### src/common/rw_cfg_pkg.sv
// Stream word formats for the read/write request generator
// A setup word opens each job, then count data words follow
`default_nettype none

package rw_cfg_pkg;

    // ----------------------------------------
    // Widths
    // ----------------------------------------
    localparam int word_w  = 64;
    localparam int count_w = 16;
    localparam int seq_w   = 8;
    localparam int shift_w = 5;

    // Job FSM encoding
    localparam int         state_w  = 2;
    localparam logic [1:0] st_idle   = 2'd0;
    localparam logic [1:0] st_setup  = 2'd1;
    localparam logic [1:0] st_stream = 2'd2;
    localparam logic [1:0] st_drain  = 2'd3;

    // First word of a job
    typedef struct packed {
        logic               mode_write;
        logic [shift_w-1:0] shift;
        logic [9:0]         reserved;
        logic [count_w-1:0] count;
        logic [31:0]        base_address;
    } rw_setup_t;

    // Every following word
    typedef struct packed {
        logic [23:0]      reserved;
        logic [seq_w-1:0] seq_id;
        logic [31:0]      index;
    } rw_data_t;

    // Meaning depends on the word's position in the job
    typedef union packed {
        rw_setup_t setup;
        rw_data_t  data;
    } rw_word_u;

endpackage

`default_nettype wire

### src/common/rw_mem_pkg.sv
// Memory side sizes for the read/write request generator
// Request and response field widths, FIFO depths and counter width
`default_nettype none

package rw_mem_pkg;

    localparam int addr_w = 32;
    localparam int data_w = 32;

    // Packed FIFO records
    localparam int req_rec_w  = 1 + addr_w + data_w + rw_cfg_pkg::seq_w;
    localparam int resp_rec_w = data_w + rw_cfg_pkg::seq_w;

    localparam int req_fifo_depth  = 16;
    localparam int resp_fifo_depth = 16;

    // Room left for words still in the address pipeline
    localparam int nearly_full_margin = 4;

    // One bit wider than the job count
    localparam int outstanding_w = 17;

endpackage

`default_nettype wire

### src/hw/sync_fifo.sv
// Synchronous first-word-fall-through FIFO
// The head entry shows on dout while empty is low, and nearly_full
// warns when only the package margin of entries is left
`timescale 1ns/1ps
`default_nettype none

module sync_fifo #(
    parameter int width = 8,
    parameter int depth = 16
) (
    input  logic             ap_clk,
    input  logic             areset_generator,
    input  logic             wr_en,
    input  logic [width-1:0] din,
    output logic             full,
    output logic             nearly_full,
    input  logic             rd_en,
    output logic [width-1:0] dout,
    output logic             empty
);

    logic [width-1:0]         mem [depth];
    logic [$clog2(depth)-1:0] wr_ptr;
    logic [$clog2(depth)-1:0] rd_ptr;
    logic [$clog2(depth):0]   count;
    logic                     push;
    logic                     pop;

    // Writes when full and reads when empty are dropped
    assign push = wr_en & ~full;
    assign pop  = rd_en & ~empty;

    always_ff @(posedge ap_clk) begin
        if (areset_generator) begin
            wr_ptr <= '0;
            rd_ptr <= '0;
            count  <= '0;
        end else begin
            if (push) begin
                wr_ptr <= wr_ptr + 1'b1;
            end
            if (pop) begin
                rd_ptr <= rd_ptr + 1'b1;
            end
            case ({push, pop})
                2'b10:   count <= count + 1'b1;
                2'b01:   count <= count - 1'b1;
                default: count <= count;
            endcase
        end
    end

    always_ff @(posedge ap_clk) begin
        if (push) begin
            mem[wr_ptr] <= din;
        end
    end

    assign dout        = mem[rd_ptr];
    assign empty       = (count == 0);
    assign full        = (count == depth);
    assign nearly_full = (count >= depth - rw_mem_pkg::nearly_full_margin);

endmodule

`default_nettype wire

### src/hw/rw_generator/rw_setup_decode.sv
// Job FSM of the request generator
// Reads the setup word, passes data words on to address execute,
// then waits for all responses before raising done
`timescale 1ns/1ps
`default_nettype none

module rw_setup_decode (
    input  logic                           ap_clk,
    input  logic                           areset_generator,
    input  logic                           start,
    input  logic                           engine_in_valid,
    input  rw_cfg_pkg::rw_word_u           engine_in_word,
    output logic                           engine_in_ready,
    input  logic                           req_nearly_full,
    input  logic                           outstanding_zero,
    output logic                           word_valid,
    output logic [rw_mem_pkg::data_w-1:0]  word_index,
    output logic [rw_cfg_pkg::seq_w-1:0]   word_seq_id,
    output logic [rw_cfg_pkg::shift_w-1:0] cfg_shift,
    output logic [rw_mem_pkg::addr_w-1:0]  cfg_base,
    output logic                           cfg_write,
    output logic                           word_accept,
    output logic                           done
);

    logic [rw_cfg_pkg::state_w-1:0] state;
    logic [rw_cfg_pkg::count_w-1:0] words_left;
    logic                           in_xfer;

    // Setup word is always taken, data words only with FIFO room
    always_comb begin
        case (state)
            rw_cfg_pkg::st_setup:  engine_in_ready = 1'b1;
            rw_cfg_pkg::st_stream: engine_in_ready = ~req_nearly_full;
            default:               engine_in_ready = 1'b0;
        endcase
    end

    assign in_xfer     = engine_in_valid & engine_in_ready;
    assign word_valid  = in_xfer & (state == rw_cfg_pkg::st_stream);
    assign word_accept = word_valid;

    // Data view of the current word
    assign word_index  = engine_in_word.data.index;
    assign word_seq_id = engine_in_word.data.seq_id;

    // ----------------------------------------
    // Job FSM
    // ----------------------------------------
    always_ff @(posedge ap_clk) begin
        if (areset_generator) begin
            state      <= rw_cfg_pkg::st_idle;
            words_left <= '0;
            done       <= 1'b0;
        end else begin
            case (state)
                rw_cfg_pkg::st_idle: begin
                    if (start) begin
                        state <= rw_cfg_pkg::st_setup;
                        done  <= 1'b0;
                    end
                end
                rw_cfg_pkg::st_setup: begin
                    if (in_xfer) begin
                        words_left <= engine_in_word.setup.count;
                        // Empty job skips the stream phase
                        if (engine_in_word.setup.count == '0) begin
                            state <= rw_cfg_pkg::st_drain;
                        end else begin
                            state <= rw_cfg_pkg::st_stream;
                        end
                    end
                end
                rw_cfg_pkg::st_stream: begin
                    if (in_xfer) begin
                        words_left <= words_left - 1'b1;
                        if (words_left == 1) begin
                            state <= rw_cfg_pkg::st_drain;
                        end
                    end
                end
                default: begin
                    // Drain until every response is back
                    if (outstanding_zero) begin
                        done  <= 1'b1;
                        state <= rw_cfg_pkg::st_idle;
                    end
                end
            endcase
        end
    end

    // Job configuration from the setup view
    always_ff @(posedge ap_clk) begin
        if (in_xfer && state == rw_cfg_pkg::st_setup) begin
            cfg_shift <= engine_in_word.setup.shift;
            cfg_base  <= engine_in_word.setup.base_address;
            cfg_write <= engine_in_word.setup.mode_write;
        end
    end

endmodule

`default_nettype wire

### src/hw/rw_generator/rw_address_execute.sv
// Address pipeline of the request generator
// Stage 1 shifts the index, stage 2 adds the base, and the request
// FIFO holds the records until memory takes them
`timescale 1ns/1ps
`default_nettype none

module rw_address_execute (
    input  logic                           ap_clk,
    input  logic                           areset_generator,
    input  logic                           word_valid,
    input  logic [rw_mem_pkg::data_w-1:0]  word_index,
    input  logic [rw_cfg_pkg::seq_w-1:0]   word_seq_id,
    input  logic [rw_cfg_pkg::shift_w-1:0] cfg_shift,
    input  logic [rw_mem_pkg::addr_w-1:0]  cfg_base,
    input  logic                           cfg_write,
    output logic                           req_nearly_full,
    output logic                           mem_req_valid,
    output logic                           mem_req_write,
    output logic [rw_mem_pkg::addr_w-1:0]  mem_req_address,
    output logic [rw_mem_pkg::data_w-1:0]  mem_req_data,
    output logic [rw_cfg_pkg::seq_w-1:0]   mem_req_seq_id,
    input  logic                           mem_req_ready
);

    logic                             s1_valid;
    logic [rw_mem_pkg::addr_w-1:0]    s1_offset;
    logic [rw_mem_pkg::data_w-1:0]    s1_index;
    logic [rw_cfg_pkg::seq_w-1:0]     s1_seq_id;
    logic                             s1_write;
    logic                             s2_valid;
    logic [rw_mem_pkg::req_rec_w-1:0] s2_record;
    logic [rw_mem_pkg::req_rec_w-1:0] req_dout;
    logic                             req_empty;

    always_ff @(posedge ap_clk) begin
        if (areset_generator) begin
            s1_valid <= 1'b0;
            s2_valid <= 1'b0;
        end else begin
            s1_valid <= word_valid;
            s2_valid <= s1_valid;
        end
    end

    always_ff @(posedge ap_clk) begin
        // Stage 1
        s1_offset <= word_index << cfg_shift;
        s1_index  <= word_index;
        s1_seq_id <= word_seq_id;
        s1_write  <= cfg_write;
        // Stage 2 record is write, address, data, tag
        s2_record <= {s1_write, cfg_base + s1_offset, s1_index, s1_seq_id};
    end

    sync_fifo #(
        .width (rw_mem_pkg::req_rec_w),
        .depth (rw_mem_pkg::req_fifo_depth)
    ) u_req_fifo (
        .ap_clk           (ap_clk),
        .areset_generator (areset_generator),
        .wr_en            (s2_valid),
        .din              (s2_record),
        .full             (),
        .nearly_full      (req_nearly_full),
        .rd_en            (mem_req_ready),
        .dout             (req_dout),
        .empty            (req_empty)
    );

    assign mem_req_valid = ~req_empty;
    assign {mem_req_write, mem_req_address, mem_req_data, mem_req_seq_id} = req_dout;

endmodule

`default_nettype wire

### src/hw/rw_generator/rw_response_result.sv
// Response side of the request generator
// Buffers memory responses toward the engine and tracks how many
// accepted words still wait for their response
`timescale 1ns/1ps
`default_nettype none

module rw_response_result (
    input  logic                          ap_clk,
    input  logic                          areset_generator,
    input  logic                          word_accept,
    input  logic                          mem_resp_valid,
    input  logic [rw_mem_pkg::data_w-1:0] mem_resp_data,
    input  logic [rw_cfg_pkg::seq_w-1:0]  mem_resp_seq_id,
    output logic                          mem_resp_ready,
    output logic                          engine_out_valid,
    output logic [rw_mem_pkg::data_w-1:0] engine_out_data,
    output logic [rw_cfg_pkg::seq_w-1:0]  engine_out_seq_id,
    input  logic                          engine_out_ready,
    output logic                          outstanding_zero
);

    logic [rw_mem_pkg::resp_rec_w-1:0]    resp_dout;
    logic                                 resp_full;
    logic                                 resp_empty;
    logic                                 out_xfer;
    logic [rw_mem_pkg::outstanding_w-1:0] outstanding;

    sync_fifo #(
        .width (rw_mem_pkg::resp_rec_w),
        .depth (rw_mem_pkg::resp_fifo_depth)
    ) u_resp_fifo (
        .ap_clk           (ap_clk),
        .areset_generator (areset_generator),
        .wr_en            (mem_resp_valid),
        .din              ({mem_resp_data, mem_resp_seq_id}),
        .full             (resp_full),
        .nearly_full      (),
        .rd_en            (engine_out_ready),
        .dout             (resp_dout),
        .empty            (resp_empty)
    );

    assign mem_resp_ready   = ~resp_full;
    assign engine_out_valid = ~resp_empty;
    assign {engine_out_data, engine_out_seq_id} = resp_dout;
    assign out_xfer = engine_out_valid & engine_out_ready;

    // ----------------------------------------
    // Outstanding work counter
    // ----------------------------------------
    always_ff @(posedge ap_clk) begin
        if (areset_generator) begin
            outstanding <= '0;
        end else begin
            case ({word_accept, out_xfer})
                2'b10:   outstanding <= outstanding + 1'b1;
                2'b01:   outstanding <= outstanding - 1'b1;
                default: outstanding <= outstanding;
            endcase
        end
    end

    assign outstanding_zero = (outstanding == '0);

endmodule

`default_nettype wire

### src/hw/rw_generator/rw_generator_top.sv
// Read/write request generator for one engine lane
// Setup decode feeds address execute toward memory, and the response
// result block returns memory answers to the engine
`timescale 1ns/1ps
`default_nettype none

module rw_generator_top (
    input  logic                          ap_clk,
    input  logic                          areset_generator,
    input  logic                          start,
    input  logic                          engine_in_valid,
    input  rw_cfg_pkg::rw_word_u          engine_in_word,
    output logic                          engine_in_ready,
    output logic                          mem_req_valid,
    output logic                          mem_req_write,
    output logic [rw_mem_pkg::addr_w-1:0] mem_req_address,
    output logic [rw_mem_pkg::data_w-1:0] mem_req_data,
    output logic [rw_cfg_pkg::seq_w-1:0]  mem_req_seq_id,
    input  logic                          mem_req_ready,
    input  logic                          mem_resp_valid,
    input  logic [rw_mem_pkg::data_w-1:0] mem_resp_data,
    input  logic [rw_cfg_pkg::seq_w-1:0]  mem_resp_seq_id,
    output logic                          mem_resp_ready,
    output logic                          engine_out_valid,
    output logic [rw_mem_pkg::data_w-1:0] engine_out_data,
    output logic [rw_cfg_pkg::seq_w-1:0]  engine_out_seq_id,
    input  logic                          engine_out_ready,
    output logic                          done
);

    logic                           word_valid;
    logic [rw_mem_pkg::data_w-1:0]  word_index;
    logic [rw_cfg_pkg::seq_w-1:0]   word_seq_id;
    logic [rw_cfg_pkg::shift_w-1:0] cfg_shift;
    logic [rw_mem_pkg::addr_w-1:0]  cfg_base;
    logic                           cfg_write;
    logic                           word_accept;
    logic                           req_nearly_full;
    logic                           outstanding_zero;

    rw_setup_decode u_decode (
        .ap_clk           (ap_clk),
        .areset_generator (areset_generator),
        .start            (start),
        .engine_in_valid  (engine_in_valid),
        .engine_in_word   (engine_in_word),
        .engine_in_ready  (engine_in_ready),
        .req_nearly_full  (req_nearly_full),
        .outstanding_zero (outstanding_zero),
        .word_valid       (word_valid),
        .word_index       (word_index),
        .word_seq_id      (word_seq_id),
        .cfg_shift        (cfg_shift),
        .cfg_base         (cfg_base),
        .cfg_write        (cfg_write),
        .word_accept      (word_accept),
        .done             (done)
    );

    rw_address_execute u_execute (
        .ap_clk           (ap_clk),
        .areset_generator (areset_generator),
        .word_valid       (word_valid),
        .word_index       (word_index),
        .word_seq_id      (word_seq_id),
        .cfg_shift        (cfg_shift),
        .cfg_base         (cfg_base),
        .cfg_write        (cfg_write),
        .req_nearly_full  (req_nearly_full),
        .mem_req_valid    (mem_req_valid),
        .mem_req_write    (mem_req_write),
        .mem_req_address  (mem_req_address),
        .mem_req_data     (mem_req_data),
        .mem_req_seq_id   (mem_req_seq_id),
        .mem_req_ready    (mem_req_ready)
    );

    rw_response_result u_result (
        .ap_clk            (ap_clk),
        .areset_generator  (areset_generator),
        .word_accept       (word_accept),
        .mem_resp_valid    (mem_resp_valid),
        .mem_resp_data     (mem_resp_data),
        .mem_resp_seq_id   (mem_resp_seq_id),
        .mem_resp_ready    (mem_resp_ready),
        .engine_out_valid  (engine_out_valid),
        .engine_out_data   (engine_out_data),
        .engine_out_seq_id (engine_out_seq_id),
        .engine_out_ready  (engine_out_ready),
        .outstanding_zero  (outstanding_zero)
    );

endmodule

`default_nettype wire

### config.mk
export PLATFORM = sky130hd
export DESIGN_NAME = rw_generator_top
export DESIGN_NICKNAME = d
export VERILOG_FILES = /design/src/common/rw_cfg_pkg.sv /design/src/common/rw_mem_pkg.sv /design/src/hw/sync_fifo.sv /design/src/hw/rw_generator/rw_setup_decode.sv /design/src/hw/rw_generator/rw_address_execute.sv /design/src/hw/rw_generator/rw_response_result.sv /design/src/hw/rw_generator/rw_generator_top.sv
export SDC_FILE = /design/constraint.sdc
export NUM_CORES = 2
export LEC_CHECK = 0
export BUFFER_PORTS_ARGS = -buffer_cell sky130_fd_sc_hd__clkbuf_2
export CAP_MARGIN = 10
export CORE_ASPECT_RATIO = 0.6
export CORE_MARGIN = 2
export CORE_UTILIZATION = 55
export DETAILED_ROUTE_END_ITERATION = 8
export PLACE_DENSITY = 0.72
export SLEW_MARGIN = 20
export SYNTH_ARGS = -nofsm -noshare
export SYNTH_HDL_FRONTEND = slang
export SYNTH_HIERARCHICAL = 1
export SYNTH_SLANG_ARGS = --single-unit
### constraint.sdc
create_clock -name ap_clk -period 16.7 [get_ports ap_clk]
set_input_delay 2.505 -clock ap_clk [delete_from_list [all_inputs] [get_ports ap_clk]]
set_output_delay 2.505 -clock ap_clk [all_outputs]
set_load 0.02 [all_outputs]
==> impl_metrics.ini <==
[timing]
slew_violations = 0
worst_pin_slew_ns = 1.14
tns_ns = 0
hold_viol_final = 0
rsz0062_at_grt = false
holdWs_ns = 0.312
period_share_pct = 47.4
min_period_ns = 7.92
setup_viol_count_final = 0
max_freq_ghz = 0.126
slew_headroom_pct = 24.3
skew_ns = 0.0605

[drt]
dr.first_iter.drc_count = 5157
wire_per_inst_um = 29.1
final_antenna_net_count = 0
drc = 0
routed_wl_mm = 187
vias_per_cell = 6.40
dr.pass1.iters = 6
num_vias = 41116

[power]
power_leakage_nw = 28.8
power_density_nw_per_um2 = 128
irDropWorstVdd_uv = 120

[floorplanning]
core_um2 = 145000
rows = 108
die_h_um = 300
die_w_um = 498
num_io_pins = 229
die_area_um2 = 149000
start_util_pct = 55.5

[synthesis]
synthCells = 4139
avgSynthCellArea_um2 = 19.4
syn_nets = 4307
syn_area_um2 = 80400
yosysWarnings = 6

[critical_path]
cp_slowest_cell = dfxtp_4
crit_path_cell_trace = buf_4, buf_4, buf_16, buf_4, mux4_2, a22oi_1, nand2_1, clkbuf_2
cp.required_ns = 14.20
worstPathMaxFanout = 47
cp_slowest_stage_delay_ns = 0.95
crit_arrival_ns = 5.42
crit_buf_inv = 5
end_kind = output pin
critPathTopFamily = buffers and inverters
startpoint_type = flop
crit_top_cell = buf_4
worst-setup-path-type = flop to output pin

[clocking]
clkLatencyLatePin_ns = 0.85
numClockSinks = 2064
cts_tree = yes
clockRootBuffer = clkbuf_16
clk_path_buf_depth = 3
cts_setup_buffers = 0
path_clk_slew_ns = 0.07
cts_resized = 0
htreeDepth = 4
cts-buffers-inserted = 179
postCtsHoldBufs = 0

[placement]
place_area_um2 = 83400
dp_cells = 6089
place_hpwl_mm = 105
portBuffers = 218
place.gp.congestion = 0.936

[cells_and_area]
nets = 4514
stdcell_count = 6427
drive_gt1_share_pct = 25.3
fin_area_um2 = 89400
final_util_pct = 61.7
synthToLayoutAreaGrowth_pct = 11.1

[global_routing]
grtUsageMet1_pct = 39.5
grt_pass1_wl_mm = 273
busiest_layer = met1
met2_usage_pct = 36.2
gr-total-overflow = 0
grt_max_degree = 84
grt.met3_usage_pct = 5.47
grt_usage_pct = 25.1
antenna_found_initial = 13
grt_pass1_vias = 40832

[status]
status = finished clean

[run]
cap_violations = 0

[min_path]
hold_path_class = flop to flop
-- layer usage --
layer  wire [um]  vias to the layer above
met5          24                        -
met4        3080                        4
met3       19400                      225
met2       83000                     2029
met1       81300                    21563
li1            -                    17295
-- sequential cells by signal, summed over array words and instances, names as in the netlist, 16 cells and up, named ones only --
signal	flops
u_execute/s2_record	73
u_decode/cfg_base	32
u_decode/words_left	16
u_result/outstanding	17
u_execute/u_req_fifo/mem	1168
u_execute/s1_index	32
u_result/u_resp_fifo/mem	640
u_execute/s1_offset	32
-- metrics by stage --
step                total power [mW]  setup slack, ns
finish                          11.4             8.78
global route                    11.8             8.18
CTS                             11.5             8.30
detailed placement              7.41             9.22
global placement                7.37             9.27
floorplan                       7.03            10.19
-- placed cells by master, fill, tap and decap left out, types with 27 or more instances in the layout --
| cell type | n |
|---|---|
| clkinv_2 | 30 |
| nor2_1 | 126 |
| ha_1 | 56 |
| edfxtp_1 | 1846 |
| clkbuf_16 | 179 |
| o21ai_0 | 60 |
| xnor2_1 | 27 |
| a22oi_1 | 230 |
| a21o_1 | 28 |
| clkbuf_2 | 218 |
| clkbuf_1 | 42 |
| nand2_1 | 207 |
| mux2i_1 | 56 |
| clkinv_1 | 29 |
| a21oi_1 | 84 |
| inv_1 | 44 |
| mux4_2 | 460 |
| buf_4 | 80 |
| dfxtp_1 | 214 |
-- path summary, 6_finish.rpt --
path                          start                        to  slack (ns)  depth (start not counted)
max                            flop       mem_req_address[28]        8.78                          8
min          u_execute/s1_index[31]   u_execute/s2_record[39]        0.31                          0
max reg2reg       u_decode/state[0]  u_result/outstanding[14]       12.42                         16
min reg2reg  u_execute/s1_index[31]   u_execute/s2_record[39]        0.31                          0
-- area by class of cell --
type	count	area, um^2
Clock inverter	101	1110
Antenna cell	2	5.00
Multi-Input combinational cell	1754	19300
Inverter	47	176
Sequential cell	2064	59800
Timing Repair Buffer	300	1730
Fill cell	9973	55500
Clock buffer	234	4820
Tap cell	1925	2410
-- where the power goes --
group / total, mW / switching (mW) / internal (mW)
clock: 4.13 / 1.89 / 2.24
combinational: 1.25 / 0.745 / 0.506
sequential: 6.05 / 0.211 / 5.84
Power figures use the tool's default switching activity.
